### src/design/core_pkg.sv
// Core package with shared widths, opcode constants and the structs passed between stages
package core_pkg;

    typedef logic [31:0] data_t;
    typedef logic [31:0] addr_t;
    typedef logic [31:0] inst_t;
    typedef logic [4:0]  arch_reg_t;
    typedef logic [5:0]  phys_reg_t;
    typedef logic [3:0]  rob_idx_t;
    typedef logic [1:0]  alu_op_t;

    // Counts follow the index widths
    localparam int ARCH_REGS   = 2 ** $bits(arch_reg_t);
    localparam int PHYS_REGS   = 2 ** $bits(phys_reg_t);
    localparam int ROB_ENTRIES = 2 ** $bits(rob_idx_t);

    localparam logic [6:0] OPCODE_ARITH_I = 7'b0010011;
    localparam logic [6:0] OPCODE_ARITH_R = 7'b0110011;
    localparam logic [6:0] FUNCT7_SUB     = 7'b0100000;

    localparam alu_op_t ALU_ADD  = 2'd0;
    localparam alu_op_t ALU_SUB  = 2'd1;
    localparam alu_op_t ALU_NONE = 2'd3;

    typedef struct packed {
        addr_t pc;
        inst_t inst;
    } fetch_pkt_t;

    // Renamed operation, imm is zero for register forms
    typedef struct packed {
        logic      valid;
        rob_idx_t  rob_idx;
        alu_op_t   alu_op;
        phys_reg_t phys_rd;
        phys_reg_t phys_rs1;
        phys_reg_t phys_rs2;
        logic      uses_rs2;
        data_t     imm;
    } uop_t;

    typedef struct packed {
        logic      valid;
        addr_t     pc;
        arch_reg_t arch_rd;
        phys_reg_t phys_rd;
        phys_reg_t old_phys_rd;
    } rob_alloc_t;

    typedef struct packed {
        logic      valid;
        rob_idx_t  rob_idx;
        phys_reg_t phys_rd;
        data_t     value;
    } wb_t;

    typedef struct packed {
        logic      valid;
        phys_reg_t phys;
    } free_ret_t;

    typedef struct packed {
        logic      valid;
        addr_t     pc;
        arch_reg_t arch_rd;
        data_t     value;
    } commit_t;

endpackage

### src/design/reorder_buffer.sv
// Reorder buffer tracking completion and retiring operations in program order
`timescale 1ns/1ps

module reorder_buffer (
    input  logic                 clk,
    input  logic                 reset,
    input  core_pkg::rob_alloc_t rob_alloc,
    input  core_pkg::wb_t        wb,
    output logic                 rob_full,
    output core_pkg::rob_idx_t   alloc_idx,
    output core_pkg::free_ret_t  free_ret,
    output core_pkg::commit_t    commit
);

    localparam int PTR_W = $bits(core_pkg::rob_idx_t);

    typedef struct packed {
        core_pkg::addr_t     pc;
        core_pkg::arch_reg_t arch_rd;
        core_pkg::phys_reg_t phys_rd;
        core_pkg::phys_reg_t old_phys_rd;
        core_pkg::data_t     value;
    } rob_entry_t;

    rob_entry_t                       entries [core_pkg::ROB_ENTRIES];
    logic [core_pkg::ROB_ENTRIES-1:0] done;
    logic [PTR_W:0]                   head;
    logic [PTR_W:0]                   tail;
    core_pkg::rob_idx_t               head_idx;
    logic                             empty;
    logic                             retire;

    assign head_idx  = head[PTR_W-1:0];
    assign alloc_idx = tail[PTR_W-1:0];
    assign empty     = head == tail;
    assign rob_full  = (head[PTR_W] != tail[PTR_W]) && (head_idx == alloc_idx);
    assign retire    = !empty && done[head_idx];

    always_ff @(posedge clk) begin
        if (reset) begin
            head           <= '0;
            tail           <= '0;
            done           <= '0;
            free_ret.valid <= 1'b0;
            commit.valid   <= 1'b0;
        end else begin
            if (rob_alloc.valid) begin
                entries[alloc_idx].pc          <= rob_alloc.pc;
                entries[alloc_idx].arch_rd     <= rob_alloc.arch_rd;
                entries[alloc_idx].phys_rd     <= rob_alloc.phys_rd;
                entries[alloc_idx].old_phys_rd <= rob_alloc.old_phys_rd;
                done[alloc_idx]                <= 1'b0;
                tail                           <= tail + 1'b1;
            end
            // Completion comes back by slot index
            if (wb.valid) begin
                entries[wb.rob_idx].value <= wb.value;
                done[wb.rob_idx]          <= 1'b1;
            end
            if (retire) begin
                head <= head + 1'b1;
            end
            // x0 was never renamed, nothing to give back
            free_ret.valid <= retire && (entries[head_idx].arch_rd != '0);
            free_ret.phys  <= entries[head_idx].old_phys_rd;
            commit.valid   <= retire;
            commit.pc      <= entries[head_idx].pc;
            commit.arch_rd <= entries[head_idx].arch_rd;
            commit.value   <= entries[head_idx].value;
        end
    end

    a_no_alloc_full: assert property (@(posedge clk) disable iff (reset)
        rob_alloc.valid |-> !rob_full)
        else $error("Reorder buffer allocated while full");

    // Writeback must land on the slot that owns its destination
    a_wb_slot_match: assert property (@(posedge clk) disable iff (reset)
        wb.valid |-> wb.phys_rd == entries[wb.rob_idx].phys_rd)
        else $error("Writeback slot does not match its destination");

endmodule

### config.mk
export PLATFORM = sky130hd
export DESIGN_NAME = reorder_buffer
export DESIGN_NICKNAME = d
export VERILOG_FILES = /design/src/design/core_pkg.sv /design/src/design/reorder_buffer.sv
export SDC_FILE = /design/constraint.sdc
export NUM_CORES = 1
export LEC_CHECK = 0
export CAP_MARGIN = 30
export CORE_ASPECT_RATIO = 0.6
export CORE_MARGIN = 4
export CORE_UTILIZATION = 40
export DETAILED_ROUTE_END_ITERATION = 12
export DONT_BUFFER_PORTS = 1
export GPL_ROUTABILITY_DRIVEN = 0
export PLACE_DENSITY_LB_ADDON = 0.25
export SYNTH_ARGS = -nofsm -noshare
export SYNTH_HDL_FRONTEND = slang
export SYNTH_SLANG_ARGS = --single-unit
### constraint.sdc
create_clock -name clk -period 12.2 [get_ports clk]
set_clock_uncertainty 0.05 [all_clocks]
set_input_delay 1.83 -clock clk [delete_from_list [all_inputs] [get_ports clk]]
set_output_delay 1.83 -clock clk [all_outputs]
set_load 0.02 [all_outputs]
**Yosys cells after proc, flatten, opt, wreduce, memory -nomap -nowiden**

Memories as Yosys holds them, arrays and structs flattened. A register that Yosys moved wholly into a read port is not among the register bits.
Index checks and enable logic that the tools add are counted.

- $lt $le $gt $ge: 5
- Reduce and logical (&&, ||, !) cells: 7
- $add $sub $neg: 2
- Mux-type cells: 17
- Bitwise gates (word level): 3
- Equality and inequality tests: 3

Operators with widths:

| cell | number |
|---|---|
| $mux W16 | 3 |
| $and A16 B16 Y16 | 1 |
| $not A16 Y16 | 1 |
| $or A16 B16 Y16 | 1 |
| $lt A4 B5 Y1 const B | 3 |
| $add A5 B1 Y5 const B | 2 |
| $mux W1 | 9 |
| $demux W1 S4 | 2 |
| $ge A4 B1 Y1 const B | 2 |
| $mux W4 | 2 |
| $eq A5 B5 Y1 | 1 |
| $logic_and A1 B1 Y1 | 5 |
| $reduce_bool A5 Y1 | 1 |
| $bmux W1 S4 | 1 |
| $eq A4 B4 Y1 | 1 |
| $logic_not A1 Y1 | 1 |
| $ne A1 B1 Y1 | 1 |

- Output and inout bits: 82
- Bits of input ports: 95
- Memories kept: 1
- Register bits after elaboration: 103
- Memory bits (writable): 1296
- Logic and storage cells: 47

Memory list:

| memory | words | width | read ports | clocked after memory_dff | wr ports | line | RTL |
|---|---|---|---|---|---|---|---|
| entries | 16 | 81 | 1 | 1 | 2 | reorder_buffer.sv:25 | `rob_entry_t entries [core_pkg::ROB_ENTRIES];` |

**Depth between registers and ports, before layout**

- Depth after elaboration: 10
- Depth in mapped cells: 7

**Least setup slack after synthesis**

No wires, ideal clock.

- Path type: input -> register
- Start point: input port reset
- End point: memory entries[0][0] in the netlist's numbering, enable pin
- Required time: 11.687 ns
- Stages: 4
- Arrival: 4.640 ns
- Setup time: 0.463 ns
- Buffers on the path: 1
- Setup slack: 7.048 ns
- Cell sequence: nand2b_1 -> or3_1 -> clkbuf_1 -> nor3_1

RTL lines:

| item | line | RTL |
|---|---|---|
| start, declared | reorder_buffer.sv:6 | `input logic reset,` |
| end, declared | reorder_buffer.sv:25 |  |

**Worst setup path after layout**

- Start point: register tail[2]
- End point: output port rob_full

- Longest elaborated chain between the ends: 2

Ends and longest elaborated chain:

| item | line | RTL |
|---|---|---|
| start, declared | reorder_buffer.sv:28 | `logic [PTR_W:0] tail;` |
| start signal, assigned | reorder_buffer.sv:53 | `tail <= tail + 1'b1;` |
| $eq A4 B4 Y1 | reorder_buffer.sv:36 | `assign rob_full = (head[PTR_W] != tail[PTR_W]) && (head_idx == alloc_idx);` |
| $logic_and A1 B1 Y1 | reorder_buffer.sv:36 |  |
| end, declared | reorder_buffer.sv:9 | `output logic rob_full,` |

Every way passes these cells.

==> impl_metrics.py <==
metrics = {
    "clock_network": {
        "clockBufferDepth": 3,
        "numClockSinks": 1307,
        "cts_setup_buffers": 0,
        "cts_hold_buf": 0,
        "cts_root_buf": "clkbuf_16",
        "cts_buffers": 118,
        "clkTransAtPathRegs_ns": 0.07,
        "cts_resized": 0,
        "cts_tree": "yes",
        "clock_latency_ns": 0.73,
        "ctsHtreeMaxLevel": 3,
    },
    "finish": {
        "multi_input_area_sq_um": 9579,
        "drive_gt1_share_pct": 30.30,
        "utilization_pct": 45.78,
        "final_common_cell": "edfxtp_1",
        "design_area_sq_um": 54960,
        "ff_latch_area_sq_um": 38940,
        "antennaDiodeCount": 0,
        "most-common-layout-cells": "edfxtp_1, mux4_2, clkbuf_16",
        "syn_to_final_growth_pct": 12.78,
        "nets": 2116,
        "num-fill-cells": 9611,
    },
    "power": {
        "power_density_nw_per_um2": 159.8,
        "peakVddDrop_mv": 0.1111,
        "leakagePower_nw": 16.17,
    },
    "setup_path": {
        "setup.worst_path.start": "tail[2]",
        "crit_type": "reg2out",
        "setup.worst_path.end_class": "output port",
        "cp_max_fo": 16,
        "arrival_ns": 2.44,
        "cp.required_ns": 10.32,
        "worstSetupStartpointType": "flip-flop",
        "r2r_slack_ns": 8.37,
        "reg2reg_depth": 6,
        "r2r_end": "commit[57]",
    },
    "sta": {
        "finalCritPeriodShare_pct": 35.45,
        "finalMaxSlewViolations": 0,
        "fin_ws_ns": 7.875,
        "finalHoldViolCount": 0,
        "worst_pin_slew_ns": 0.9975,
        "finalSetupViolCount": 0,
        "relSlewSlack_pct": 33.50,
        "setup_tns_ns": 0,
        "min_period_ns": 4.325,
        "fmax_mhz": 231.2,
        "grt_setup_unrepaired": "no",
    },
    "route": {
        "via_count": 20701,
        "antenna_left": 0,
        "wl_per_cell_um": 29.14,
        "drc": 0,
        "via_per_inst": 5.577,
        "wl_um": 108200,
        "drt_iter0_drc": 2070,
        "dr.pass1.iters": 7,
    },
    "die": {
        "core_sq_um": 120000,
        "die_area_sq_um": 127700,
        "rows": 98,
        "chipHeight_um": 278.4,
        "num_io_pins": 177,
        "start_util_pct": 40.59,
        "die_x_um": 458.6,
    },
    "grt": {
        "grt_pass1_vias": 21834,
        "grt_overflow": 0,
        "grt_pass1_wl_um": 157100,
        "grt_max_degree": 105,
        "grt_antenna_before_repair": 1,
        "grt_use_total_pct": 17.02,
    },
    "placed_design": {
        "place_area_sq_um": 51060,
        "port_buffers": 0,
        "dp_worst_setup_slack_ns": 7.345,
        "dp_hpwl_um": 54510,
    },
    "synth": {
        "synth_largest_area_cell": "edfxtp_1",
        "syn_inst": 1938,
        "synth_ff_type": "edfxtp_1",
        "synth_nets": 2038,
        "synth_top_area_share_pct": 78.57,
        "synth_edf_count": 1275,
        "synth_area_leaders": "edfxtp_1, mux4_2, dfxtp_1",
        "syn-cell-area_sq_um": 48730,
        "synthArstFlopShare_pct": 0,
        "ys_ff_latch": 1307,
        "syn_area_per_cell_sq_um": 25.14,
        "yosysSeqAreaShare_pct": 79.88,
        "yosysUniqueCellTypes": 36,
        "yosysWarnings": 0,
    },
    "hold_path": {
        "whs_endpoint": "done[13]",
        "hold_path_class": "reg2reg",
        "hold_depth": 1,
        "hp-start": "done[13]",
    },
    "run": {
        "drv_cap": 0,
    },
    "status": {
        "status": "complete, no violations",
    },
}
synthesized netlist by cell type, drive strengths merged, types with 2 or more instances:
library cell,instances
xor2,2
or3,3
nor2b,3
o311ai,4
inv,7
nand2,12
o21ai,11
a22oi,10
a31o,4
mux2i,2
nor2,41
ha,5
edfxtp,1275
nor3,5
o211ai,8
dfxtp,32
clkbuf,47
o2bb2ai,2
nand2b,11
nand3,4
a21oi,5
nand4,6
or4,2
xnor2,7
buf,49
mux4,374
worst max-delay path, stage by stage (launching register included):
cell and delay, ns:
dfxtp_1 0.88, xnor2_1 0.21, nand4_1 0.20, nor2_1 0.44
registers in the layout (all words and copies together), names as in the netlist, named ones only:
| register | cells |
|---|---|
| head | 5 |
| tail | 5 |
| free_ret | 7 |
| entries | 1200 |
| commit | 70 |
| done | 16 |
how the worst max path moves through the flow:
stage | end | slack [ns] | depth (start not counted)
4_1_cts | rob_full | 7.86 | 3
2_1_floorplan | entries[0][0] | 7.05 | 4
3_5_place_dp | entries[4][65] | 7.34 | 5
3_3_place_gp | entries[4][65] | 6.87 | 5
6_report | rob_full | 7.88 | 3
5_1_grt | rob_full | 7.77 | 3
through the flow:
step	cells	total power, mW	hold WS, ns
global placement	3487	5.219	0.4190
floorplan	1938	5.175	0.4055
detailed placement	3493	5.225	0.4287
finish	3712	8.783	0.4426
CTS	3709	8.886	0.4429
global route	3712	9.092	0.4650
cell families (layout without fill, tap and decap cells):
| logic type | Yosys count | in the layout | share of synthesized area [%] |
|---|---|---|---|
| xor+xnor | 9 | 9 | 0.1618 |
| flops | 1307 | 1307 | 79.88 |
| fa+ha+maj | 5 | 5 | 0.1284 |
| compound gates | 47 | 47 | 0.6701 |
| simple gates | 90 | 90 | 0.8756 |
| buf+inv | 103 | 277 | 0.9321 |
| mux | 377 | 377 | 17.35 |
per-layer routing:
metal	global-route usage, %	up-vias	share of wire (%)
li1	-	8553	-
met1	23.90	11397	43
met2	27.17	587	48
met3	3.852	164	6.4
met4	4.443	0	2.3
met5	0	-	0
power by group:
part | switching [mW] | leakage, nW | total [mW] | internal [mW]
registers | 0.0351 | 11.8 | 5.01 | 4.98
logic | 0.0661 | 2.51 | 0.111 | 0.0449
clock network | 1.63 | 1.85 | 3.66 | 2.03
total | 1.73 | 16.2 | 8.78 | 7.05
layout make-up:
cell class                      instances  share of cell area, %
Inverter                                7                0.05236
Timing Repair Buffer                   54                  1.075
Sequential cell                      1307                  70.86
Clock inverter                         75                  1.377
Clock buffer                          141                  5.568
Tap cell                             1600                  3.642
Multi-Input combinational cell        528                  17.43
(Power assumes the default switching activity.)
