$ cat src/design/core_pkg.sv
// Core package with shared widths, opcode constants and the structs passed between stages
package core_pkg;

    typedef logic [31:0] data_t;
    typedef logic [31:0] addr_t;
    typedef logic [31:0] inst_t;
    typedef logic [4:0]  arch_reg_t;
    typedef logic [5:0]  phys_reg_t;
    typedef logic [3:0]  rob_idx_t;
    typedef logic [1:0]  alu_op_t;

    // Counts follow the index widths
    localparam int ARCH_REGS   = 2 ** $bits(arch_reg_t);
    localparam int PHYS_REGS   = 2 ** $bits(phys_reg_t);
    localparam int ROB_ENTRIES = 2 ** $bits(rob_idx_t);

    localparam logic [6:0] OPCODE_ARITH_I = 7'b0010011;
    localparam logic [6:0] OPCODE_ARITH_R = 7'b0110011;
    localparam logic [6:0] FUNCT7_SUB     = 7'b0100000;

    localparam alu_op_t ALU_ADD  = 2'd0;
    localparam alu_op_t ALU_SUB  = 2'd1;
    localparam alu_op_t ALU_NONE = 2'd3;

    typedef struct packed {
        addr_t pc;
        inst_t inst;
    } fetch_pkt_t;

    // Renamed operation, imm is zero for register forms
    typedef struct packed {
        logic      valid;
        rob_idx_t  rob_idx;
        alu_op_t   alu_op;
        phys_reg_t phys_rd;
        phys_reg_t phys_rs1;
        phys_reg_t phys_rs2;
        logic      uses_rs2;
        data_t     imm;
    } uop_t;

    typedef struct packed {
        logic      valid;
        addr_t     pc;
        arch_reg_t arch_rd;
        phys_reg_t phys_rd;
        phys_reg_t old_phys_rd;
    } rob_alloc_t;

    typedef struct packed {
        logic      valid;
        rob_idx_t  rob_idx;
        phys_reg_t phys_rd;
        data_t     value;
    } wb_t;

    typedef struct packed {
        logic      valid;
        phys_reg_t phys;
    } free_ret_t;

    typedef struct packed {
        logic      valid;
        addr_t     pc;
        arch_reg_t arch_rd;
        data_t     value;
    } commit_t;

endpackage

$ cat src/design/fetch_stage.sv
// Fetch stage with PC counter and circular instruction buffer fed from instruction memory
`timescale 1ns/1ps

module fetch_stage #(
    parameter int FETCH_DEPTH = 8
) (
    input  logic                 clk,
    input  logic                 reset,
    input  core_pkg::inst_t      imem_data,
    input  logic                 imem_ready,
    input  logic                 fetch_pop,
    output core_pkg::addr_t      imem_addr,
    output logic                 imem_req,
    output logic                 fetch_valid,
    output core_pkg::fetch_pkt_t fetch_pkt
);

    localparam int PTR_W = $clog2(FETCH_DEPTH);

    core_pkg::addr_t      pc;
    core_pkg::fetch_pkt_t buffer [FETCH_DEPTH];
    // Extra top bit tells full from empty
    logic [PTR_W:0]       head;
    logic [PTR_W:0]       tail;
    logic                 full;
    logic                 transfer;

    assign full = (head[PTR_W] != tail[PTR_W]) &&
                  (head[PTR_W-1:0] == tail[PTR_W-1:0]);

    assign imem_req    = !full;
    assign imem_addr   = pc;
    assign transfer    = imem_req && imem_ready;
    assign fetch_valid = head != tail;
    assign fetch_pkt   = buffer[head[PTR_W-1:0]];

    always_ff @(posedge clk) begin
        if (reset) begin
            pc   <= '0;
            head <= '0;
            tail <= '0;
        end else begin
            // PC only moves on an accepted word
            if (transfer) begin
                pc   <= pc + 32'd4;
                tail <= tail + 1'b1;
            end
            if (fetch_pop) begin
                head <= head + 1'b1;
            end
        end
    end

    // Each entry keeps the PC it was fetched from
    always_ff @(posedge clk) begin
        if (transfer) begin
            buffer[tail[PTR_W-1:0]] <= '{pc: pc, inst: imem_data};
        end
    end

    a_pop_when_valid: assert property (@(posedge clk) disable iff (reset)
        fetch_pop |-> fetch_valid)
        else $error("Rename popped an empty instruction buffer");

endmodule

$ cat config.mk
export PLATFORM = sky130hd
export DESIGN_NAME = fetch_stage
export DESIGN_NICKNAME = d
export VERILOG_FILES = /design/src/design/core_pkg.sv /design/src/design/fetch_stage.sv
export SDC_FILE = /design/constraint.sdc
export NUM_CORES = 1
export LEC_CHECK = 0
export BUFFER_PORTS_ARGS = -buffer_cell sky130_fd_sc_hd__buf_2
export CAP_MARGIN = 20
export CORE_UTILIZATION = 50
export DETAILED_ROUTE_END_ITERATION = 12
export GPL_ROUTABILITY_DRIVEN = 0
export GPL_TIMING_DRIVEN = 0
export PLACE_DENSITY_LB_ADDON = 0.05
export SLEW_MARGIN = 20
export SYNTH_ARGS = -nofsm -noshare
export SYNTH_HDL_FRONTEND = slang
export SYNTH_SLANG_ARGS = --single-unit
$ cat constraint.sdc
create_clock -name clk -period 8.26 [get_ports clk]
set_input_delay 1.239 -clock clk [delete_from_list [all_inputs] [get_ports clk]]
set_output_delay 1.239 -clock clk [all_outputs]
set_load 0.02 [all_outputs]
# --- After elaboration in Yosys (flattened, before gate mapping) ---
# Memory sizes are Yosys's and may differ from the RTL's. A register that Yosys moved wholly into a read port is not among the register bits.
# Cells that the tools add are included.
# Widths: inputs -> output; s select.
totals:
  register_bits: 40
  ram_bits: 512
  input_bits: 36
  out_inout_bits: 98
  elab_cells: 17
  n_memories: 1
op_classes:
  add_sub_neg: 3
  n_eq_ne: 3
  n_mux: 4
  reduce_logical: 3
mem_list:
  columns: ["name", "depth", "word_bits", "read_ports", "rd_ports_with_merged_regs", "write_ports", "line", "rtl"]
  rows:
  - ["buffer", 8, 64, 1, 1, 1, "fetch_stage.sv:21", "core_pkg::fetch_pkt_t buffer [FETCH_DEPTH];"]
op_table:
  columns: ["cell", "count"]
  rows:
  - ["$add 32x3->32 const B", 1]
  - ["$add 4x1->4 const B", 2]
  - ["$mux 3", 2]
  - ["$ne 4x4->1", 1]
  - ["$eq 3x3->1", 1]
  - ["$logic_and 1x1->1", 2]
  - ["$mux 1", 2]
  - ["$logic_not 1->1", 1]
  - ["$ne 1x1->1", 1]

# --- Longest topological paths before layout ---
# Gate-level depths: netlist (run 1).
logic_depth:
  ltp_word: 6
  ltp_mapped: 7
  mapped_depth_nobuf: 5

# --- Least setup slack after synthesis (run 1) ---
# Ideal clock, no wire load.
synth_path:
  path_type: "input to register"
  from: "input port imem_ready"
  to: "memory buffer[0][0] in the netlist's numbering (enable)"
  setup_time_ns: 0.635
  t_arrival_ns: 7.405
  required_ns: 7.625
  slack_ns: 0.220
  stages: 3
  path_buffers: 1
  cell_sequence: "o41ai_4 buf_2 nor4_1"
synth_via:
  elab_chain_len: 3
synth_lines:
  columns: ["item", "line", "rtl"]
  rows:
  - ["from (decl)", "fetch_stage.sv:10", "input logic imem_ready,"]
  - ["$logic_and 1x1->1", "fetch_stage.sv:33", "assign transfer = imem_req && imem_ready;"]
  - ["$mux 1", "fetch_stage.sv:56", "if (transfer) begin"]
  - ["$mux 1 (not written as such)", "fetch_stage.sv:57", "buffer[tail[PTR_W-1:0]] <= '{pc: pc, inst: imem_data};"]
  - ["to (decl)", "fetch_stage.sv:21", null]
# Every way passes these cells.

==> results of run 1 <==
where the power goes:
part	internal, uW	switching (uW)	total (uW)	leakage, uW
Sequential	3020	18.1	3040	0.00504
Clock	1350	987	2340	0.000828
Combinational	216	292	508	0.00242
layout make-up:
cell class / instances / area share [%]
Multi-Input combinational cell: 369 / 19.5
Tap cell: 532 / 2.73
Timing Repair Buffer: 191 / 5.30
Inverter: 5 / 0.0769
Buffer: 53 / 1.09
Clock inverter: 25 / 0.779
Clock buffer: 76 / 6.13
Sequential cell: 537 / 64.4
how the worst max path moves through the flow:
stage                                    to  slack, ns  cells past startpoint       start
floorplan            buffer[0][0]$_DFFE_PP_       0.22                      3  imem_ready
global placement    buffer[0][28]$_DFFE_PP_      -6.98                      4  imem_ready
detailed placement            fetch_pkt[52]       4.36                      6   flip-flop
CTS                           fetch_pkt[52]       3.70                      6   flip-flop
global route                  fetch_pkt[45]       3.61                      6   flip-flop
finish                        fetch_pkt[52]       3.75                      6   flip-flop
per-layer routing:
metal  track usage, %  routed length [um]  vias to the layer above
li1                 -                   -                     4499
met1             32.3               20500                     5359
met2             33.3               20500                      262
met3             3.77                2230                       54
met4             6.30                 789                        0
met5                0                   0                        -
per-stage QoR:
step	cell area, um^2	setup TNS, ns	total power [uW]	setup slack [ns]
final	24400	0	5890	3.75
after floorplan	20700	0	3430	0.220
after CTS	24400	0	5950	3.70
after global placement	22000	-1259.18	3610	-6.98
after global routing	24400	0	6080	3.61
after detailed placement	22700	0	3610	4.36
worst max-delay path, delay by kind of cell, from the launching register on:
kind / cells / cell delay [ns]
DFF: 1 / 0.33
buffers and inverters: 4 / 1.61
muxes: 2 / 0.73
logic make-up (layout without fill, tap and decap cells):
logic type	Yosys count	in the layout	synth area share (%)
buffers and inverters	58	350	1.37
adder cells (fa/ha/maj)	3	3	0.181
XOR/XNOR	9	9	0.489
AND/OR/NAND/NOR	119	119	3.31
AO/OA/AOI/OAI	29	29	0.870
other	1	4	0.0181
flip-flops	537	537	75.9
multiplexers	205	205	17.9
registers in the layout, summed over array words and instances (netlist names), named ones only:
register,flops
buffer,496
head,4
imem_addr,30
tail,4
cells in the mapped netlist, types with 5 or more instances:
cell      number
clkbuf_1      24
or3_1          9
nor2b_1       16
inv_1          5
o31ai_1        5
a21oi_1       14
edfxtp_1     496
or4_1          5
nor4_1         8
nand2_1       11
dfxtp_1       41
nor3_1         8
mux2_2        78
mux4_2       124
nand3_1        5
buf_2         17
nor2_1        28
o21ai_0        9
nand4_1       10
and4_1         5
==> results.ini, run 1 <==
[setup_path]
reg2reg_slack_ns=4.92
path_class=flip-flop to primary output
critPathMaxFanout=10
cp.arrival_ns=3.27
required_ns=7.02
reg2reg_depth=10
r2r_start=tail[1]$_SDFFE_PP0P_
cpPeakStageDelay_ns=0.71
critPathSlowestCell=clkbuf_1
r2r_end=buffer[0][28]$_DFFE_PP_
startpoint_type=flip-flop
crit_chain=buf_2 -> clkbuf_1 -> clkbuf_1 -> mux4_2 -> mux2_2 -> buf_2
cp-end-kind=primary output

[clock_network]
clock_path_buffers=3
clkLatencyLatePin_ns=0.60
numCtsBuffers=55
clk_pin_slew_ns=0.06
cts_tree=built
cts.sinks=537
postCtsHoldBufs=0
post_cts_buffers=0
cts.root.buffer_cell=clkbuf_16
cts_repair_resize_count=0
ctsHtreeMaxLevel=2

[global_route]
grt_use_total_pct=21.8
grt_pass1_wl_mm=66.4
antenna_found_initial=0
grt_pass1_vias=10400
grt-ovfl-total=0
grt_start_max_net_pins=20

[worst_hold_path]
holdPathEnd=tail[3]$_SDFFE_PP0P_
worstHoldPathCells=2
hp-class=flip-flop to flip-flop
min_from=tail[3]$_SDFFE_PP0P_

[sta]
fin_skew_ns=0.0230
holdWs_ns=0.524
min_period_ns=4.51
worst_pin_slew_ns=0.889
setup_viol=0
relSlewSlack_pct=40.8
report.final.hold_viol_count=0
fmax_ghz=0.222
rsz0062_at_grt=no
drv_slew=0
finalCritPeriodShare_pct=54.6

[floorplan]
die_h_um=206
dieArea_mm2=0.0422
pin_count=134
fp.dieW_um=206
design.core.area_mm2=0.0408
rows=74
initial_core_util_pct=50.7

[yosys]
yosysUniqueCellTypes=37
synthesis.area_mm2=0.0207
synth.avg_cell_area_um2=21.5
synth_seq_cells=537
synthArstFlopShare_pct=0
netlist_instances=961
ys.flop_type=edfxtp_1
netlist.area_leader.share_pct=71.9
synth.yosys.seq_area_share_pct=75.9
synth_area_leaders=edfxtp_1 (72%), mux4_2 (13%), mux2_2 (4.2%)
yosysWarnings=0
synth_enable_flop_cells=496
synth_top_cell_by_area=edfxtp_1

[route]
post_drt_wl_per_cell_um=24.7
route.detailed.drc=0
viasPerCell=5.69
drt_wl_total_mm=44.1
first_iter_violations=750
drtAntennaViolNets=0
dr.pass1.iters=6
vias=10200

[power]
power.density_mw_per_mm2=241
irDropWorstVdd_uv=244
p_leak_uw=0.00829

[layout]
finish.utilization_pct=59.8
final_common_cell=edfxtp_1
multi_input_area_mm2=0.00477
fin_nets=1251
final_cell_mix=edfxtp_1 (496), buf_2 (156), mux4_2 (124)
layoutNonFillerInstCount=1788
syn_to_final_growth_pct=17.9
fillCellCount=2988
drive_above_1_share_pct=40.0
regArea_mm2=0.0157
diodes=0

[place]
dp_hpwl_mm=28.8
io_buffers=128
dp.cells=1687

[run]
drv_cap=0

[run_status]
status=finished clean

No activity file was read; power rests on OpenSTA's default activity.
==> run 2, diff against run 1 <==
- clock period: 8.26 -> 4.5 ns (I/O delays scaled with it)
==> results.ini, run 2 (synthesis gave the netlist of run 1 again) <==
[global_route]
grt_use_total_pct=21.4
grt_start_max_net_pins=20
grt_pass1_wl_mm=65.4
grt_pass1_vias=10400
antenna_found_initial=0
grt-ovfl-total=0

[sta]
fmax_ghz=0.255
relSlewSlack_pct=44.3
setup_viol=0
min_period_ns=3.92
fin_ws_ns=0.578
fin_skew_ns=0.0189
drv_slew=0
setup_tns_ns=0
worst_pin_slew_ns=0.836
rsz0062_at_grt=no
finalCritPeriodShare_pct=87.2
report.final.hold_viol_count=0

[clock_network]
postCtsHoldBufs=0
clkLatencyLatePin_ns=0.59
ctsHtreeMaxLevel=2
cts.sinks=537
cts.root.buffer_cell=clkbuf_16
cts_repair_resize_count=0
cts_tree=built
clock_path_buffers=3
post_cts_buffers=0
numCtsBuffers=53
clk_pin_slew_ns=0.06

[route]
drtAntennaViolNets=0
post_drt_wl_per_cell_um=24.6
viasPerCell=5.72
dr.pass1.iters=5
route.detailed.drc=0
first_iter_violations=639
drt_wl_total_mm=43.6
vias=10100

[power]
power_frac_comb_pct=8.7
internal-power_uw=8350
power.density_mw_per_mm2=439
p_leak_uw=0.00825
netSwitchingPower_uw=2360
pwr-share-clk_pct=39.2
irDropWorstVdd_uv=323
p_total_uw=10700
p_seq_share_pct=52.0
swShare_pct=22.0

[layout]
largest_register_ff_count=496
final_common_cell=edfxtp_1
fin_nets=1239
regArea_mm2=0.0157
fillCellCount=2935
drive_above_1_share_pct=40.3
syn_to_final_growth_pct=17.8
fin_area_mm2=0.0244
final_cell_mix=edfxtp_1 (496), buf_2 (145), mux4_2 (124)
multi_input_area_mm2=0.00478
finish.utilization_pct=59.7

[place]
io_buffers=128
dp_hpwl_mm=28.5
dpl_worst_slack_ns=1.15
placed_area_mm2=0.0227

[floorplan]
initial_core_util_pct=50.7
dieArea_mm2=0.0422
rows=74
die_h_um=206
pin_count=134
fp.dieW_um=206
design.core.area_mm2=0.0408

[setup_path]
startpoint_type=flip-flop
required_ns=3.83
cp-end-kind=primary output
critPathMaxFanout=10
cp.arrival_ns=3.25
path_class=flip-flop to primary output

[worst_hold_path]
hp-class=input port to flip-flop

[run]
drv_cap=0

[run_status]
status=finished clean

## run 2: layer usage
| metal | share of wire [%] | GRT usage [%] |
|---|---|---|
| met4 | 1.9 | 5.95 |
| met1 | 45 | 31.0 |
| met3 | 4.7 | 3.42 |
| met2 | 48 | 34.0 |
| met5 | 0 | 0 |
## run 2: critical path, stage by stage, from the launching register on
cell and delay, ns:
dfxtp_1 0.31, buf_2 0.23, clkbuf_1 0.56, clkbuf_1 0.65
mux4_2 0.42, mux2_2 0.32, buf_2 0.17
## run 2: layout make-up
cell class              instances  share of cell area (%)
inverters                       5                  0.0769
flip-flops and latches        537                    64.4
clock buffers                  77                    6.27
multi-input cells             369                    19.6
well taps                     532                    2.73
clock inverters                20                   0.523
plain buffers                  53                    1.09
diodes                          1                  0.0103
repair buffers                181                    5.28
## run 2: through the flow
stage	instances	hold WS [ns]
2_1_floorplan	964	0.471
3_3_place_gp	1624	0.481
3_5_place_dp	1677	0.523
4_1_cts	1774	0.326
5_1_grt	1774	0.344
6_report	1775	0.363
## run 2: path summary, 6_finish.rpt
kind                   startpoint                      end  slack [ns]  depth (start not counted)
max                     flip-flop            fetch_pkt[46]        0.58                          6
min                 imem_data[30]  buffer[1][30]$_DFFE_PP_        0.36                          1
min reg2reg  tail[3]$_SDFFE_PP0P_     tail[3]$_SDFFE_PP0P_        0.53                          2
max reg2reg  tail[1]$_SDFFE_PP0P_  buffer[2][21]$_DFFE_PP_        1.24                         11
## run 2: power by group through the flow
stage	registers [uW]	logic, uW	clock network [uW]
after global placement	5710	905	0
after CTS	5580	960	4310
after floorplan	5680	607	0
final	5570	934	4200
after detailed placement	5680	957	0
after global routing	5580	1000	4470
