--- src/design/core_pkg.sv ---
// Core package with shared widths, opcode constants and the structs passed between stages
package core_pkg;

    typedef logic [31:0] data_t;
    typedef logic [31:0] addr_t;
    typedef logic [31:0] inst_t;
    typedef logic [4:0]  arch_reg_t;
    typedef logic [5:0]  phys_reg_t;
    typedef logic [3:0]  rob_idx_t;
    typedef logic [1:0]  alu_op_t;

    // Counts follow the index widths
    localparam int ARCH_REGS   = 2 ** $bits(arch_reg_t);
    localparam int PHYS_REGS   = 2 ** $bits(phys_reg_t);
    localparam int ROB_ENTRIES = 2 ** $bits(rob_idx_t);

    localparam logic [6:0] OPCODE_ARITH_I = 7'b0010011;
    localparam logic [6:0] OPCODE_ARITH_R = 7'b0110011;
    localparam logic [6:0] FUNCT7_SUB     = 7'b0100000;

    localparam alu_op_t ALU_ADD  = 2'd0;
    localparam alu_op_t ALU_SUB  = 2'd1;
    localparam alu_op_t ALU_NONE = 2'd3;

    typedef struct packed {
        addr_t pc;
        inst_t inst;
    } fetch_pkt_t;

    // Renamed operation, imm is zero for register forms
    typedef struct packed {
        logic      valid;
        rob_idx_t  rob_idx;
        alu_op_t   alu_op;
        phys_reg_t phys_rd;
        phys_reg_t phys_rs1;
        phys_reg_t phys_rs2;
        logic      uses_rs2;
        data_t     imm;
    } uop_t;

    typedef struct packed {
        logic      valid;
        addr_t     pc;
        arch_reg_t arch_rd;
        phys_reg_t phys_rd;
        phys_reg_t old_phys_rd;
    } rob_alloc_t;

    typedef struct packed {
        logic      valid;
        rob_idx_t  rob_idx;
        phys_reg_t phys_rd;
        data_t     value;
    } wb_t;

    typedef struct packed {
        logic      valid;
        phys_reg_t phys;
    } free_ret_t;

    typedef struct packed {
        logic      valid;
        addr_t     pc;
        arch_reg_t arch_rd;
        data_t     value;
    } commit_t;

endpackage

--- src/design/rename_stage.sv ---
// Rename stage decoding instructions, mapping registers and allocating reorder buffer slots
`timescale 1ns/1ps

module rename_stage (
    input  logic                 clk,
    input  logic                 reset,
    input  logic                 fetch_valid,
    input  core_pkg::fetch_pkt_t fetch_pkt,
    input  logic                 rob_full,
    input  core_pkg::rob_idx_t   alloc_idx,
    input  logic                 iq_full,
    input  core_pkg::free_ret_t  free_ret,
    output logic                 fetch_pop,
    output core_pkg::rob_alloc_t rob_alloc,
    output core_pkg::uop_t       uop
);

    localparam int FL_DEPTH = core_pkg::PHYS_REGS - core_pkg::ARCH_REGS;
    localparam int FL_PTR_W = $clog2(FL_DEPTH);

    logic [6:0]          opcode;
    logic [2:0]          funct3;
    logic [6:0]          funct7;
    core_pkg::arch_reg_t rd;
    core_pkg::arch_reg_t rs1;
    core_pkg::arch_reg_t rs2;
    core_pkg::arch_reg_t dest_rd;
    core_pkg::data_t     imm;
    core_pkg::alu_op_t   alu_op;
    logic                uses_rs2;
    logic                writes_rd;
    logic                take;
    logic                fl_pop;
    logic                fl_empty;
    core_pkg::phys_reg_t new_phys;

    core_pkg::phys_reg_t map_table [core_pkg::ARCH_REGS];
    core_pkg::phys_reg_t free_list [FL_DEPTH];
    logic [FL_PTR_W:0]   fl_head;
    logic [FL_PTR_W:0]   fl_tail;

    assign opcode = fetch_pkt.inst[6:0];
    assign rd     = fetch_pkt.inst[11:7];
    assign funct3 = fetch_pkt.inst[14:12];
    assign rs1    = fetch_pkt.inst[19:15];
    assign rs2    = fetch_pkt.inst[24:20];
    assign funct7 = fetch_pkt.inst[31:25];

    // Only ADDI, ADD and SUB produce a result
    always_comb begin
        alu_op = core_pkg::ALU_NONE;
        if (funct3 == 3'b000) begin
            if (opcode == core_pkg::OPCODE_ARITH_I) begin
                alu_op = core_pkg::ALU_ADD;
            end else if (opcode == core_pkg::OPCODE_ARITH_R && funct7 == 7'b0) begin
                alu_op = core_pkg::ALU_ADD;
            end else if (opcode == core_pkg::OPCODE_ARITH_R &&
                         funct7 == core_pkg::FUNCT7_SUB) begin
                alu_op = core_pkg::ALU_SUB;
            end
        end
    end

    assign uses_rs2  = (opcode == core_pkg::OPCODE_ARITH_R) && (alu_op != core_pkg::ALU_NONE);
    assign imm       = (opcode == core_pkg::OPCODE_ARITH_I) ?
                       {{20{fetch_pkt.inst[31]}}, fetch_pkt.inst[31:20]} : '0;
    assign dest_rd   = (alu_op != core_pkg::ALU_NONE) ? rd : '0;
    assign writes_rd = dest_rd != '0;

    assign fl_empty  = fl_head == fl_tail;
    assign new_phys  = free_list[fl_head[FL_PTR_W-1:0]];
    // A free register is needed only for a real destination
    assign take      = fetch_valid && !rob_full && !iq_full && !(writes_rd && fl_empty);
    assign fl_pop    = take && writes_rd;
    assign fetch_pop = take;

    always_comb begin
        rob_alloc.valid       = take;
        rob_alloc.pc          = fetch_pkt.pc;
        rob_alloc.arch_rd     = dest_rd;
        rob_alloc.phys_rd     = writes_rd ? new_phys : '0;
        rob_alloc.old_phys_rd = map_table[dest_rd];
    end

    always_ff @(posedge clk) begin
        if (reset) begin
            // Identity map, spare registers all free
            for (int i = 0; i < core_pkg::ARCH_REGS; i++) begin
                map_table[i] <= core_pkg::phys_reg_t'(i);
            end
            for (int i = 0; i < FL_DEPTH; i++) begin
                free_list[i] <= core_pkg::phys_reg_t'(core_pkg::ARCH_REGS + i);
            end
            fl_head <= '0;
            fl_tail <= {1'b1, {FL_PTR_W{1'b0}}};
        end else begin
            if (fl_pop) begin
                map_table[dest_rd] <= new_phys;
                fl_head            <= fl_head + 1'b1;
            end
            if (free_ret.valid) begin
                free_list[fl_tail[FL_PTR_W-1:0]] <= free_ret.phys;
                fl_tail                          <= fl_tail + 1'b1;
            end
        end
    end

    always_ff @(posedge clk) begin
        if (reset) begin
            uop.valid <= 1'b0;
        end else begin
            uop.valid    <= take;
            uop.rob_idx  <= alloc_idx;
            uop.alu_op   <= alu_op;
            uop.phys_rd  <= writes_rd ? new_phys : '0;
            uop.phys_rs1 <= map_table[rs1];
            uop.phys_rs2 <= uses_rs2 ? map_table[rs2] : '0;
            uop.uses_rs2 <= uses_rs2;
            uop.imm      <= imm;
        end
    end

    // A returned register is always one the list gave out, so the list has room
    a_no_return_full: assert property (@(posedge clk) disable iff (reset)
        free_ret.valid |-> !((fl_head[FL_PTR_W] != fl_tail[FL_PTR_W]) &&
                             (fl_head[FL_PTR_W-1:0] == fl_tail[FL_PTR_W-1:0])))
        else $error("Register returned to a full free list");

endmodule

--- config.mk ---
export PLATFORM = sky130hd
export DESIGN_NAME = rename_stage
export DESIGN_NICKNAME = d
export VERILOG_FILES = /design/src/design/core_pkg.sv /design/src/design/rename_stage.sv
export SDC_FILE = /design/constraint.sdc
export NUM_CORES = 1
export LEC_CHECK = 0
export BUFFER_PORTS_ARGS = -buffer_cell sky130_fd_sc_hd__buf_2
export CAP_MARGIN = 5
export CORE_MARGIN = 2
export CORE_UTILIZATION = 30
export CTS_CLUSTER_DIAMETER = 60
export CTS_CLUSTER_SIZE = 20
export DETAILED_ROUTE_END_ITERATION = 12
export GPL_ROUTABILITY_DRIVEN = 0
export GPL_TIMING_DRIVEN = 0
export PLACE_DENSITY = 0.48
export SLEW_MARGIN = 30
export SYNTH_ARGS = -nofsm -noshare
export SYNTH_HDL_FRONTEND = slang
export SYNTH_SLANG_ARGS = --single-unit
--- constraint.sdc ---
create_clock -name clk -period 3.4 [get_ports clk]
set_clock_uncertainty 0.1 [all_clocks]
set_input_delay 0.68 -clock clk [delete_from_list [all_inputs] [get_ports clk]]
set_output_delay 0.68 -clock clk [all_outputs]
set_load 0.02 [all_outputs]
**Word-level counts from Yosys, hierarchy flattened**

Memories as Yosys holds them, arrays and structs flattened. A register that Yosys moved wholly into a read port is not among the register bits.
Index checks and enable logic that the tools add are counted.

- Flip-flop bits (word level): 38
- Memory bits (writable): 384
- Input port bits: 80
- Output and inout port bits: 109
- Memories: 2

Memories:

| memory | depth | bits a word | read ports | clocked after memory_dff | write ports | RTL line | source |
|---|---|---|---|---|---|---|---|
| free_list | 32 | 6 | 1 | 1 | 32 | rename_stage.sv:38 | `core_pkg::phys_reg_t free_list [FL_DEPTH];` |
| map_table | 32 | 6 | 3 | 2 | 32 | rename_stage.sv:37 | `core_pkg::phys_reg_t map_table [core_pkg::ARCH_REGS];` |

- Add/sub/neg operators: 2
- Equal/unequal tests: 5
- Mux-type cells: 22
- Reduce and logical (&&, ||, !) cells: 19

Operator list:

| kind | count |
|---|---|
| 5-bit 2-to-1 mux | 5 |
| 6-bit 2-to-1 mux | 3 |
| 7-bit by 6-bit equality test with 1-bit output, second input constant | 2 |
| 6-bit by 1-bit adder with 6-bit output, second input constant | 2 |
| 6-bit OR reduction | 2 |
| 1-bit 2-to-1 mux | 10 |
| 1-bit logical AND | 8 |
| 2-bit 2-to-1 mux | 4 |
| 7-bit by 5-bit equality test with 1-bit output, second input constant | 1 |
| 7-bit zero test | 1 |
| 6-bit equality test | 1 |
| 1-bit zero test | 6 |
| 5-bit nonzero test | 1 |
| 3-bit zero test | 1 |
| 2-bit inequality test, second input constant | 1 |

**Longest topological paths before layout**

- Depth in word-level cells: 18
- Gate-level depth with buffers: 10
- Gate-level depth less buffers: 7

**Least setup slack after synthesis**

Ideal clock, no wire load.

- Kind: input port to output port
- Start point: in fetch_pkt[8] in the netlist's numbering
- End point: out rob_alloc[0] in the netlist's numbering
- Data arrival time: 2.691 ns
- Required time: 2.620 ns
- Path slack: -0.071 ns
- Stages: 10
- Path buffers: 4
- Cell sequence: buf_2 > buf_2 > buf_2 > buf_2 > mux2i_1 > nand2_1 > o2111ai_1 > o21ai_0 > a2111oi_0 > o21ai_0

RTL lines:

| item | RTL line | source |
|---|---|---|
| from (decl) | rename_stage.sv:8 | `input core_pkg::fetch_pkt_t fetch_pkt,` |
| to (decl) | rename_stage.sv:14 | `output core_pkg::rob_alloc_t rob_alloc,` |

==> impl_metrics.toml <==
[status]
violated_checks = "negative setup slack"
result_of_the_run = "complete, but fails checks"

[routing]
drt_drc_violations_left = 0
wirelength_met1_mm = 36.3
pre_repair_dr_iteration_count = 6
detail_route.iter0.violations = 2554
number_of_vias_per_cell_after_detailed_routing = 5.70
dr_wl_met3_mm = 9.97
route.antenna.remaining_nets = 0
wire_per_inst_um = 29.7
totalWireLength_mm = 93.0
wl_met2_mm = 41.3
num_vias = 17800
route.top_layer_used = "met5"

[floorplan]
die_area_um2 = 80800
rows = 102
chipWidth_um = 284
core_area_um2 = 77600
floorplan.io_pins = 189
fp.dieH_um = 284
start_util_pct = 30.4

[synthesis]
ys_dominant_reg_cell = "sky130_fd_sc_hd__edfxtp_1"
synth_warnings = 0
synth.largest_area_cell = "sky130_fd_sc_hd__edfxtp_1"
synth_sequential_area_ratio_pct = 55.2
synth_commonest_cells = "sky130_fd_sc_hd__edfxtp_1 (421), sky130_fd_sc_hd__nand2_1 (212), sky130_fd_sc_hd__nor2_1 (208), sky130_fd_sc_hd__mux4_2 (186), sky130_fd_sc_hd__clkbuf_1 (102)"
syn-cell-area_um2 = 23600
synthesis.instances = 1796
synthTopCellsByArea = "sky130_fd_sc_hd__edfxtp_1 (54%), sky130_fd_sc_hd__mux4_2 (18%), sky130_fd_sc_hd__nand2_1 (3.4%)"
yosys.cell_types.count = 69
synth_top_area_share_pct = 53.7
post-synth-top-count-cell = "sky130_fd_sc_hd__edfxtp_1"
synth_enable_flop_cells = 421
asr_flop_ratio_synth_pct = 0
synthesis.area_per_instance_um2 = 13.1
synth_seq_cells = 439

[layout]
fraction_of_layout_instances_using_a_drive_strength_above_1_pct = 33.7
finalNonFillerCells = 3125
area_growth_pct = 22.0
antenna_diode_count = 0
seqCellArea_um2 = 13000
n_fill_cell = 7543
final_net_count = 2140
multi_input_comb_area_um2 = 9950
final_cell_area_um2 = 28700

[clocking]
cts_root_buf = "sky130_fd_sc_hd__clkbuf_16"
clk_transition_reported_paths_ns = 0.07
max-clock-path-buffers = 3
cts_inserted_buffers = 40
holdBufCountCts = 0
clock_tree.htree_level_count = 2
clock_insertion_delay_worst_skew_ns = 0.62
numClockSinks = 439
cts_tree = "built"

[global_route]
vias_in_the_first_global_route = 17300
gr-usage-all-layers_pct = 22.6
grt_antenna_before_repair = 8
overflow = 0
grt_first_pass_wirelength_mm = 130
grt_start_max_net_pins = 45

[critical_path]
crit_type = "primary input to primary output"
crit_required_ns = 2.62
worst_reg_to_reg_setup_slack_ns = 0.16
critical_path.startpoint_type = "primary input"
crit_path_end_kind = "primary output"
worst-path-max-fanout = 6
cp_data_arrival_time_ns = 3.06

[sta]
totalNegativeSetupSlack_ns = -4.01
rsz_0062_raised_after_global_routing = "yes"
timing_max_transition_violations_final = 0
worst_case_setup_margin_in_the_final_layout_ns = -0.436
finalHoldViolCount = 0
setup_viol = 13
final_min_period_over_clock_period_pct = 113
max_clock_freq_mhz = 261
timing_worst_slew_pin_value_ns = 1.16
slew_headroom_pct = 22.7
layout_min_cycle_time_ns = 3.84

[placement]
port_buffers = 149
dpl_cell_area_um2 = 25700
place.detailed.instances = 2996
preCtsSetupSlack_ns = -1.53
detailed_place_hpwl_mm = 68.4

[job]
drv_cap = 0

[power_and_ir_drop]
static-leakage-power_uw = 0.00911
design_power_total_uw = 12700
maximum_ir_drop_on_the_vdd_rail_v = 0.000267
power_density_nw_per_um2 = 440

[worst_hold_path]
holdCritPathClass = "primary input to flip-flop"
-- layout make-up --
cell class	count	share of cell area (%)
Tap cell	1040	4.53
Clock inverter	29	1.55
Inverter	21	0.283
Buffer	214	5.34
Clock buffer	43	3.52
Sequential cell	439	45.2
Timing Repair Buffer	214	4.92
Multi-Input combinational cell	1125	34.6
-- per-stage QoR --
step                      utilization [%]  hold slack, ns
after floorplan                         -           0.387
after global placement               33.0           0.406
after detailed placement             33.2           0.427
after CTS                            36.7           0.143
after global routing                 37.0           0.145
final                                37.0           0.173
-- critical path: stages --
cell,delay [ns]
sky130_fd_sc_hd__buf_6,0.09
sky130_fd_sc_hd__or3_4,0.39
sky130_fd_sc_hd__or3_4,0.39
sky130_fd_sc_hd__buf_4,0.16
sky130_fd_sc_hd__nor2_4,0.18
sky130_fd_sc_hd__inv_4,0.08
sky130_fd_sc_hd__buf_12,0.15
sky130_fd_sc_hd__o22ai_4,0.21
sky130_fd_sc_hd__o211ai_1,0.14
sky130_fd_sc_hd__or3b_4,0.42
sky130_fd_sc_hd__buf_6,0.15
-- power breakdown --
part | switching [µW] | internal, µW | leakage [µW]
clock network | 2420 | 2690 | 0.000701
logic | 921 | 512 | 0.00460
registers | 92.8 | 6020 | 0.00381
total | 3430 | 9230 | 0.00911
-- what timing repair did --
| item | 4_1_cts | 5_1_grt |
|---|---|---|
| setup endpoints to repair | 315 | 64 |
| gates resized for setup | 243 | 45 |
| pin swaps | 27 | 16 |
| buffers inserted | 47 | 11 |
| gates cloned | 1 | 0 |
-- kinds of logic (layout without fill, tap and decap cells) --
group	after synthesis	after routing	synth area share, %
simple gates	703	703	14.1
xor+xnor	14	14	0.521
other cells	1	6	0.0159
buf+inv	237	521	4.96
compound gates	149	149	4.17
fa+ha+maj	5	5	0.266
mux	248	248	20.8
flops	439	439	55.2
-- layer usage --
metal | vias to the layer above | track usage [%]
met1 | 9047 | 29.7
met3 | 260 | 6.18
met4 | 12 | 10.9
met5 | - | 0
met2 | 1176 | 34.5
li1 | 7313 | -
-- registers in the layout (all words and copies together) (netlist names), named ones only --
| register | flops |
|---|---|
| free_list | 192 |
| uop | 38 |
| fl_head | 6 |
| map_table | 192 |
| fl_tail | 6 |
-- final timing paths --
kind / depth (start not counted) / to / start
setup / recovery: 11 / rob_alloc[3] / fetch_pkt[14]
hold / removal: 1 / uop[53] / alloc_idx[0]
hold reg to reg: 2 / fl_tail[5] / fl_tail[5]
setup reg to reg: 9 / map_table[14][2] / flip-flop
-- cell usage in the layout (no fill, tap or decap), types with 22 or more instances in the layout --
cell type                   synthesis  layout
sky130_fd_sc_hd__mux4_2           186     186
sky130_fd_sc_hd__buf_2             31     153
sky130_fd_sc_hd__mux2i_1           43      42
sky130_fd_sc_hd__clkbuf_16          0      43
sky130_fd_sc_hd__edfxtp_1         421     421
sky130_fd_sc_hd__nor3_1            58      54
sky130_fd_sc_hd__or3_1             70      67
sky130_fd_sc_hd__nand2_1          212     209
sky130_fd_sc_hd__buf_4             64     121
sky130_fd_sc_hd__and2_1            48      43
sky130_fd_sc_hd__a21oi_1           25      25
sky130_fd_sc_hd__clkbuf_1         102      78
sky130_fd_sc_hd__buf_6              0      22
sky130_fd_sc_hd__nor2_1           208     200
sky130_fd_sc_hd__o21ai_1            0      30
Power figures use the tool's default switching activity.
